### src/source/ebus_settings.svh
`ifndef EBUS_SETTINGS_SVH
`define EBUS_SETTINGS_SVH

// Datapath widths
`define EBUS_WORD_W 36          // PDP-10 word, bits 0..35 map to 35..0 here
`define SC_W 10                 // SCD shift count

// Front-end APB
`define APB_ADDR_W 12           // 4 KB register window
`define APB_DATA_W 32           // Low word per access, high nibble staged

// Register offsets within the window
`define REG_AR 12'h000          // AR load, read via EDP
`define REG_HI 12'h004          // Staged nibble on write, capture nibble on read
`define REG_ARADD 12'h008       // AR add, write only
`define REG_IR 12'h00C          // IR load, read via IR
`define REG_SC 12'h010          // Shift count load, read via SCD
`define REG_SCSUB 12'h014       // Shift count subtract, write only

// Bit position of parity in an REG_HI read
`define HI_PAR_BIT 4

`endif

### src/source/apbPkg.sv
`default_nettype none

`include "ebus_settings.svh"

package apbPkg;

  // Bus field widths
  typedef logic [`APB_ADDR_W-1:0] tApbAddr;   // Byte offset into the window
  typedef logic [`APB_DATA_W-1:0] tApbData;   // One data beat

  // Host to slave, held stable from setup until PREADY
  typedef struct packed {
    logic    psel;                             // Slave selected
    logic    penable;                          // Access phase
    logic    pwrite;                           // 1 write, 0 read
    tApbAddr paddr;                            // Register offset
    tApbData pwdata;                           // Low word of an operand
  } tApbReq;

  // Slave to host
  typedef struct packed {
    logic    pready;                           // Access completes this cycle
    tApbData prdata;                           // Read data, valid with PREADY
    logic    pslverr;                          // Bad offset or write-only read
  } tApbRsp;

endpackage

`default_nettype wire

### src/source/ebusPkg.sv
`default_nettype none

`include "ebus_settings.svh"

package ebusPkg;

  // Datapath fields
  typedef logic [`EBUS_WORD_W-1:0] tWord;      // Full PDP-10 word
  typedef logic [8:0]              tOpcode;    // Instruction bits 0..8
  typedef logic [3:0]              tAcField;   // Instruction bits 9..12
  typedef logic [`SC_W-1:0]        tShiftCount;

  // One request per EBUS source, at most one raised
  typedef struct packed {
    logic edp;                                 // AR onto the bus
    logic ir;                                  // Opcode and AC onto the bus
    logic scd;                                 // Shift count onto the bus
  } tEbusDrivers;

  // Port to source commands, each a single-cycle pulse
  typedef struct packed {
    logic        loadAr;                       // AR <= operand
    logic        addAr;                        // AR <= AR + operand
    logic        loadIr;                       // IR <= operand
    logic        loadSc;                       // SC <= operand low bits
    logic        subSc;                        // SC <= SC - operand low bits
    tWord        operand;                      // Staged nibble and PWDATA
    tEbusDrivers drivers;                      // Read source select
  } tSrcCmd;

  // Captured bus word
  typedef struct packed {
    tWord data;                                // Last selected word
    logic parity;                              // Odd parity over data
    logic valid;                               // Capture taken last cycle
  } tEbus;

  // APB read sequencing
  typedef enum logic [1:0] {
    IDLE,                                      // Writes and one-cycle reads
    DRIVE,                                     // First access cycle of a source read
    REPLY                                      // Second access cycle, data returned
  } tPortState;

endpackage

`default_nettype wire

### src/source/ebusApbPort.sv
`timescale 1ns/1ps
`default_nettype none

`include "ebus_settings.svh"

module ebusApbPort (
  input  logic            eboxClk,
  input  logic            arstN,
  input  apbPkg::tApbReq  apbReq,
  output apbPkg::tApbRsp  apbRsp,
  output ebusPkg::tSrcCmd srcCmd,
  input  ebusPkg::tEbus   ebusCapt
);

  localparam int HI_W = `EBUS_WORD_W - `APB_DATA_W;  // Bits above the APB word

  ebusPkg::tPortState state, stateNext;
  logic [HI_W-1:0]    hiNibble;                // Staged word bits 35..32
  logic setup, access, wrStrobe;
  logic isAr, isHi, isArAdd, isIr, isSc, isScSub;
  logic srcRead, errAcc;

  assign setup  = apbReq.psel & ~apbReq.penable;
  assign access = apbReq.psel & apbReq.penable;

  // Offset decode
  assign isAr    = apbReq.paddr == `REG_AR;
  assign isHi    = apbReq.paddr == `REG_HI;
  assign isArAdd = apbReq.paddr == `REG_ARADD;
  assign isIr    = apbReq.paddr == `REG_IR;
  assign isSc    = apbReq.paddr == `REG_SC;
  assign isScSub = apbReq.paddr == `REG_SCSUB;

  assign srcRead = ~apbReq.pwrite & (isAr | isIr | isSc);  // Needs the EBUS
  assign errAcc  = ~(isAr | isHi | isArAdd | isIr | isSc | isScSub) |
                   (~apbReq.pwrite & (isArAdd | isScSub)); // Unmapped or write-only

  // Writes always finish in IDLE on the first access cycle
  assign wrStrobe = access & apbReq.pwrite & (state == ebusPkg::IDLE);

  always_comb begin
    stateNext = state;
    case (state)
      ebusPkg::IDLE:  if (setup && srcRead) stateNext = ebusPkg::DRIVE;  // Arm for the bus cycle
      ebusPkg::DRIVE: if (access) stateNext = ebusPkg::REPLY;            // Mux captures here
      ebusPkg::REPLY: stateNext = ebusPkg::IDLE;
      default:        stateNext = ebusPkg::IDLE;
    endcase
  end

  always_ff @(posedge eboxClk or negedge arstN) begin
    if (!arstN) begin
      state    <= ebusPkg::IDLE;
      hiNibble <= '0;
    end else begin
      state <= stateNext;
      if (wrStrobe && isHi) hiNibble <= apbReq.pwdata[HI_W-1:0];  // Kept until next REG_HI write
    end
  end

  // Source commands
  always_comb begin
    srcCmd             = '0;
    srcCmd.operand     = {hiNibble, apbReq.pwdata};
    srcCmd.loadAr      = wrStrobe & isAr;
    srcCmd.addAr       = wrStrobe & isArAdd;
    srcCmd.loadIr      = wrStrobe & isIr;
    srcCmd.loadSc      = wrStrobe & isSc;
    srcCmd.subSc       = wrStrobe & isScSub;
    srcCmd.drivers.edp = (state == ebusPkg::DRIVE) & isAr;  // One flag per read
    srcCmd.drivers.ir  = (state == ebusPkg::DRIVE) & isIr;
    srcCmd.drivers.scd = (state == ebusPkg::DRIVE) & isSc;
  end

  // Response
  always_comb begin
    apbRsp = '0;
    case (state)
      ebusPkg::IDLE: begin
        if (access && !srcRead) begin          // Writes, REG_HI and error reads
          apbRsp.pready  = 1'b1;
          apbRsp.pslverr = errAcc;
          if (isHi && !apbReq.pwrite)
            apbRsp.prdata = apbPkg::tApbData'({ebusCapt.parity,
                                               ebusCapt.data[`EBUS_WORD_W-1:`APB_DATA_W]});
        end
      end
      ebusPkg::REPLY: begin
        apbRsp.pready = 1'b1;
        apbRsp.prdata = ebusCapt.data[`APB_DATA_W-1:0];  // Low word of the capture
      end
      default: apbRsp = '0;                    // DRIVE is the wait state
    endcase
  end

  readyInAccess: assert property (@(posedge eboxClk) disable iff (!arstN)
    apbRsp.pready |-> apbReq.psel && apbReq.penable)
    else $error("PREADY raised outside an APB access phase");

  // The mux must have taken the word during DRIVE
  replyHasCapture: assert property (@(posedge eboxClk) disable iff (!arstN)
    state == ebusPkg::REPLY |-> ebusCapt.valid)
    else $error("Read reply without a fresh EBUS capture");

endmodule

`default_nettype wire

### src/source/ebusMux.sv
`timescale 1ns/1ps
`default_nettype none

module ebusMux (
  input  logic          eboxClk,
  input  logic          arstN,
  input  ebusPkg::tWord edpEbus,
  input  ebusPkg::tWord irEbus,
  input  ebusPkg::tWord scdEbus,
  input  logic          edpDrive,
  input  logic          irDrive,
  input  logic          scdDrive,
  output ebusPkg::tEbus ebusCapt
);

  ebusPkg::tWord selWord;                      // Word on the bus this cycle
  logic          anyDrive;

  assign anyDrive = edpDrive | irDrive | scdDrive;

  // Priority EDP, IR, SCD
  always_comb begin
    if (edpDrive)      selWord = edpEbus;
    else if (irDrive)  selWord = irEbus;
    else if (scdDrive) selWord = scdEbus;
    else               selWord = '0;           // Idle bus reads zero
  end

  // Capture register
  always_ff @(posedge eboxClk or negedge arstN) begin
    if (!arstN) begin
      ebusCapt <= '0;
    end else begin
      ebusCapt.valid <= anyDrive;              // Fresh-capture strobe
      if (anyDrive) begin
        ebusCapt.data   <= selWord;
        ebusCapt.parity <= ~^selWord;          // Odd parity
      end
    end
  end

  // Sources follow the port's one-hot select
  oneDriver: assert property (@(posedge eboxClk) disable iff (!arstN)
    $onehot0({edpDrive, irDrive, scdDrive}))
    else $error("More than one EBUS driver raised");

endmodule

`default_nettype wire

### src/source/ebusTop.sv
`timescale 1ns/1ps
`default_nettype none

module ebusTop (
  input  logic           eboxClk,
  input  logic           arstN,
  input  apbPkg::tApbReq apbReq,
  output apbPkg::tApbRsp apbRsp
);

  ebusPkg::tSrcCmd srcCmd;                     // Port to the three sources
  ebusPkg::tEbus   ebusCapt;                   // Mux back to the port
  ebusPkg::tWord   edpEbus, irEbus, scdEbus;
  logic            edpDrive, irDrive, scdDrive;

  // Input side
  ebusApbPort port0 (
    .eboxClk (eboxClk),
    .arstN   (arstN),
    .apbReq  (apbReq),
    .apbRsp  (apbRsp),
    .srcCmd  (srcCmd),
    .ebusCapt(ebusCapt)
  );

  // EBUS sources
  edp    edp0 (.eboxClk(eboxClk), .arstN(arstN), .srcCmd(srcCmd),
               .edpEbus(edpEbus), .edpDrive(edpDrive));
  irUnit ir0  (.eboxClk(eboxClk), .arstN(arstN), .srcCmd(srcCmd),
               .irEbus(irEbus), .irDrive(irDrive));
  scd    scd0 (.eboxClk(eboxClk), .arstN(arstN), .srcCmd(srcCmd),
               .scdEbus(scdEbus), .scdDrive(scdDrive));

  // Output side
  ebusMux mux0 (
    .eboxClk (eboxClk),
    .arstN   (arstN),
    .edpEbus (edpEbus),
    .irEbus  (irEbus),
    .scdEbus (scdEbus),
    .edpDrive(edpDrive),
    .irDrive (irDrive),
    .scdDrive(scdDrive),
    .ebusCapt(ebusCapt)
  );

endmodule

`default_nettype wire

### src/source/edp.sv
`timescale 1ns/1ps
`default_nettype none

module edp (
  input  logic            eboxClk,
  input  logic            arstN,
  input  ebusPkg::tSrcCmd srcCmd,
  output ebusPkg::tWord   edpEbus,
  output logic            edpDrive
);

  ebusPkg::tWord ar;                           // Arithmetic register
  ebusPkg::tWord arSum;                        // AR plus operand

  // Adder, carry out of bit 0 drops
  assign arSum = ar + srcCmd.operand;          // Modulo 2**36

  always_ff @(posedge eboxClk or negedge arstN) begin
    if (!arstN) begin
      ar <= '0;
    end else if (srcCmd.loadAr) begin
      ar <= srcCmd.operand;                    // Front-end load
    end else if (srcCmd.addAr) begin
      ar <= arSum;                             // Accumulate
    end
  end

  // EBUS side
  assign edpDrive = srcCmd.drivers.edp;        // Request the bus
  assign edpEbus  = edpDrive ? ar : '0;        // Quiet when not selected

endmodule

`default_nettype wire

### src/source/irUnit.sv
`timescale 1ns/1ps
`default_nettype none

module irUnit (
  input  logic            eboxClk,
  input  logic            arstN,
  input  ebusPkg::tSrcCmd srcCmd,
  output ebusPkg::tWord   irEbus,
  output logic            irDrive
);

  ebusPkg::tWord    ir;                        // Whole instruction word
  ebusPkg::tOpcode  opcode;                    // PDP-10 bits 0..8
  ebusPkg::tAcField acField;                   // PDP-10 bits 9..12

  always_ff @(posedge eboxClk or negedge arstN) begin
    if (!arstN) begin
      ir <= '0;
    end else if (srcCmd.loadIr) begin
      ir <= srcCmd.operand;                    // Instruction fetch stand-in
    end
  end

  // Field split, PDP-10 bit 0 is the MSB
  assign opcode  = ir[35:27];
  assign acField = ir[26:23];

  // EBUS side
  assign irDrive = srcCmd.drivers.ir;
  assign irEbus  = irDrive ? ebusPkg::tWord'({opcode, acField}) : '0;  // Right-justified, zero fill

endmodule

`default_nettype wire

### src/source/scd.sv
`timescale 1ns/1ps
`default_nettype none

`include "ebus_settings.svh"

module scd (
  input  logic            eboxClk,
  input  logic            arstN,
  input  ebusPkg::tSrcCmd srcCmd,
  output ebusPkg::tWord   scdEbus,
  output logic            scdDrive
);

  ebusPkg::tShiftCount sc;                     // Shift count register
  ebusPkg::tShiftCount scOperand;              // Operand low bits
  ebusPkg::tShiftCount scDiff;                 // SC minus operand

  assign scOperand = srcCmd.operand[`SC_W-1:0];
  assign scDiff    = sc - scOperand;           // Wraps modulo 1024

  always_ff @(posedge eboxClk or negedge arstN) begin
    if (!arstN) begin
      sc <= '0;
    end else if (srcCmd.loadSc) begin
      sc <= scOperand;
    end else if (srcCmd.subSc) begin
      sc <= scDiff;                            // Goes negative past zero
    end
  end

  // EBUS side, bit 9 is the sign
  assign scdDrive = srcCmd.drivers.scd;
  assign scdEbus  = scdDrive ? {{(`EBUS_WORD_W - `SC_W){sc[`SC_W-1]}}, sc} : '0;

endmodule

`default_nettype wire

### config.mk
export PLATFORM = sky130hd
export DESIGN_NAME = ebusTop
export DESIGN_NICKNAME = d
export VERILOG_FILES = /design/src/source/apbPkg.sv /design/src/source/ebusPkg.sv /design/src/source/ebusApbPort.sv /design/src/source/ebusMux.sv /design/src/source/ebusTop.sv /design/src/source/edp.sv /design/src/source/irUnit.sv /design/src/source/scd.sv
export VERILOG_INCLUDE_DIRS = /design/src /design/src/source
export SDC_FILE = /design/constraint.sdc
export NUM_CORES = 1
export LEC_CHECK = 0
export ABC_AREA = 1
export BUFFER_PORTS_ARGS = -buffer_cell sky130_fd_sc_hd__buf_4
export CORE_ASPECT_RATIO = 0.75
export CORE_UTILIZATION = 50
export DETAILED_ROUTE_END_ITERATION = 12
export GPL_ROUTABILITY_DRIVEN = 0
export GPL_TIMING_DRIVEN = 0
export PLACE_DENSITY = 0.76
export SYNTH_ARGS = -nofsm -noshare
export SYNTH_HDL_FRONTEND = slang
export SYNTH_SLANG_ARGS = --single-unit
### constraint.sdc
create_clock -name eboxClk -period 5 [get_ports eboxClk]
set_clock_uncertainty 0.1 [all_clocks]
set_input_delay 0.5 -clock eboxClk [delete_from_list [all_inputs] [get_ports eboxClk]]
set_output_delay 0.5 -clock eboxClk [all_outputs]
set_load 0.01 [all_outputs]
==> metrics.md <==
| Metric | Value |
|---|---|
| Measured slew at the worst slew-check pin | 1.17 ns |
| CP max stage delay | 0.34 ns |
| DRT iter0 DRCs | 770 |
| Vias after detailed routing | 8,311 |
| Crit path depth | 14 |
| Overall power | 1.82 mW |
| CTS tree | built |
| Synth area leader | dfrtp_1 |
| First-pass DRT Iterations | 7 |
| Die width | 148 um |
| Post-route ant nets | 0 |
| Crit path required time | 4.40 ns |
| Cell leakage power | 4.73 nW |
| Worst Path Arrival | 2.58 ns |
| Fin Hold WS | 0.300 ns |
| Core area | 15,400 sq um |
| Psw | 0.505 mW |
| Final setup margin | 1.82 ns |
| Kind of critical path | input port to output port |
| Num ports | 83 |
| Relative slew slack | 21.6% |
| # setup viols final | 0 |
| Outcome | finished, final reports clean |
| Site Rows | 39 |
| Vias per cell | 5.76 |
| Root Buffer | clkbuf_16 |
| Post-synth EDFFs | 0 |
| Crit end category | output port |
| YS warnings | 0 |
| Htree depth | 3 |
| Clock buffer depth | 2 |
| Initial Utilization | 51.8% |
| Number of I/O port buffers | 82 |
| HP Class | input port to flop |
| Final max-slew violation count | 0 |
| Cell area after synthesis | 7960 sq um |
| Period minus WS final | 3.18 ns |
| Final Hold Viols | 0 |
| Die height | 111 um |
| Crit start category | input port |
| Synth Register Bits | 102 |
| Clk Latency, worst-skew pair | 0.36 ns |
| Layout filler cell count | 1,451 |
| Delay-heaviest family, CP | simple AND/OR/NAND/NOR gates |
| CP max stage cell | o21ai_0 |
| Largest net degree at the start of global routing | 103 |
| Grt total ovfl | 0 |
| Max-Cap Viols | 0 |
| F_max | 0.315 GHz |
| Main flop type after synthesis | dfrtp_1 |
| TritonCTS Buffers | 9 |
| Top cell type's share of synthesized area | 32.1% |
| ANT cells | 0 |
| Post-synth top cells | nand2_1 (234), inv_1 (173), nor2_1 (117) |
| Final HPWL DP | 19.4 mm |
| Mapped Cells | 1,138 |
| RSZ-0062 raised after global routing | no |
| Share of cells above drive strength 1 | 11.5% |
| Area Growth Syn to Fin | 15.5% |
| DRC Markers | 0 |
| Worst R2R Path Depth | 11 |
| CTS clock-pin slew for the worst setup and hold paths | 0.07 ns |
| DIE AREA | 16,400 sq um |
| Number of post-CTS setup repair buffers | 0 |
| Routed length per instance | 17.3 um |
| Setup_tns | 0 ns |
| Sw Share | 27.8% |
| Async set or reset register ratio after synthesis | 100% |
| Critical path peak fanout | 10 |
| Dpl ws | 1.90 ns |
| WP buf/inv | 6 |
| Most used cell along the critical path | buf_4 |
| Synthesized Nets | 1,233 |
| Global Route Usage Sum | 31.7% |
| Post-cts repair resize count | 0 |
| Final worst path period share | 63.6% |
| Clock power share | 41.8% |
| First-pass GRT wire length | 40.5 mm |
| Top cells by area, synth | dfrtp_1 (32%), nand2_1 (11%), inv_1 (8.2%) |
| Syn Area/Cell | 7.00 sq um |
| Clk sinks | 102 |
| Final #Nets | 1,328 |
| Initial antenna violation count | 0 |
| Most common cell in the synthesized netlist | nand2_1 |
| Power Dens Cells | 198 nW/um^2 |
| Maximum VDD drop | 0.000158 V |
| Vias in the first global route | 7,788 |
| Sequential fraction of the synthesis area | 32.1% |
| Hold path cells | 3 |
| Post-CTS Hold Fix Bufs | 0 |
| Internal power | 1.32 mW |
| Unique cell type count in the Yosys netlist | 46 |
| Register share of total power | 45.4% |
| Logic pwr share | 12.9% |
| Cell breakdown of the critical path | buf_4 -> inv_2 -> nand2_1 -> nor2_4 -> buf_4 -> buf_6 -> nand4_1 -> nand3_1 -> nand2_1 -> inv_1 -> nor2_1 -> nand4_1 -> o21ai_0 -> buf_4 |
| Routed WL | 24.9 mm |
-- worst min-delay path, cell delays in order --
cell      delay, ns
buf_4          0.09
o211ai_1       0.07
nand2_1        0.06
-- final cells by class --
| class | instances | area (sq um) | share of cell area, % |
|---|---|---|---|
| Timing Repair Buffer | 84 | 657 | 7.14 |
| Buffer | 38 | 186 | 2.03 |
| Inverter | 177 | 667 | 7.25 |
| Clock buffer | 9 | 225 | 2.45 |
| Clock inverter | 7 | 92.6 | 1.01 |
| Multi-Input combinational cell | 821 | 4560 | 49.6 |
| Sequential cell | 102 | 2550 | 27.8 |
| Tap cell | 205 | 256 | 2.79 |
-- final timing paths --
kind | start | end | slack, ns
hold / removal | apbReq[22] | edp0.ar[22] | 0.30
max in group asynchronous | arstN | edp0.ar[10] | 3.70
setup / recovery | apbReq[35] | apbRsp[1] | 1.82
hold reg to reg | ir0.ir[32] | ir0.ir[32] | 0.41
setup reg to reg | edp0.ar[9] | edp0.ar[26] | 2.09
min in group asynchronous | arstN | scd0.sc[6] | 0.38
-- through the flow --
stage	instance area, sq um	utilization, %	std cells
2_1_floorplan	7960	-	1138
3_3_place_gp	8830	57.5	1425
3_5_place_dp	8830	57.5	1425
4_1_cts	9150	59.5	1441
5_1_grt	9190	59.8	1443
6_report	9190	59.8	1443
-- cells in the final DEF (no fill, tap or decap), drive strengths merged, types with 2 or more instances in the layout --
cell type,synthesis,routed
dfrtp,102,102
o221ai,39,39
clkinv,1,2
buf,18,101
clkinvlp,0,2
or2,4,4
o2111ai,2,2
clkbuf,20,29
inv,176,179
a21oi,78,78
fa,2,2
o21bai,4,4
nand3,68,68
o21ai,83,83
o211ai,22,22
a21o,2,2
xnor2,15,15
nor4,3,3
o21a,4,4
nor3,12,12
nor2,123,123
o31ai,2,2
a31oi,8,8
mux2,4,4
ha,44,44
nand4,44,44
xor2,14,14
nand2,237,237
-- registers in the layout (all words and copies together) (netlist names) --
name,cells
mux0.ebusCapt,37
port0.hiNibble,4
edp0.ar,36
ir0.ir,13
scd0.sc,10
port0.state,2
-- kinds of logic after synthesis --
kind of cell	Yosys count	synth area share, %
AND/OR/NAND/NOR	494	27.1
AO/OA/AOI/OAI	248	18.9
buffers and inverters	215	10.7
flip-flops	102	32.1
adder cells (fa/ha/maj)	46	7.42
XOR/XNOR	29	3.19
multiplexers	4	0.613
-- metal layers --
| metal | global-route usage, % | vias to the layer above | part of all wire (%) |
|---|---|---|---|
| li1 | - | 4026 | - |
| met1 | 44.4 | 3849 | 45 |
| met2 | 48.3 | 386 | 43 |
| met3 | 7.57 | 50 | 9.8 |
| met4 | 9.07 | 0 | 2.3 |
| met5 | 0 | - | 0 |
-- power by group through the flow --
stage / clock, mW / combinational [mW] / sequential, mW
after floorplan: 0 / 0.132 / 0.843
after global placement: 0 / 0.223 / 0.843
after detailed placement: 0 / 0.226 / 0.843
after CTS: 0.765 / 0.227 / 0.827
after global routing: 0.796 / 0.261 / 0.827
final: 0.760 / 0.234 / 0.827
(Power assumes the default switching activity.)
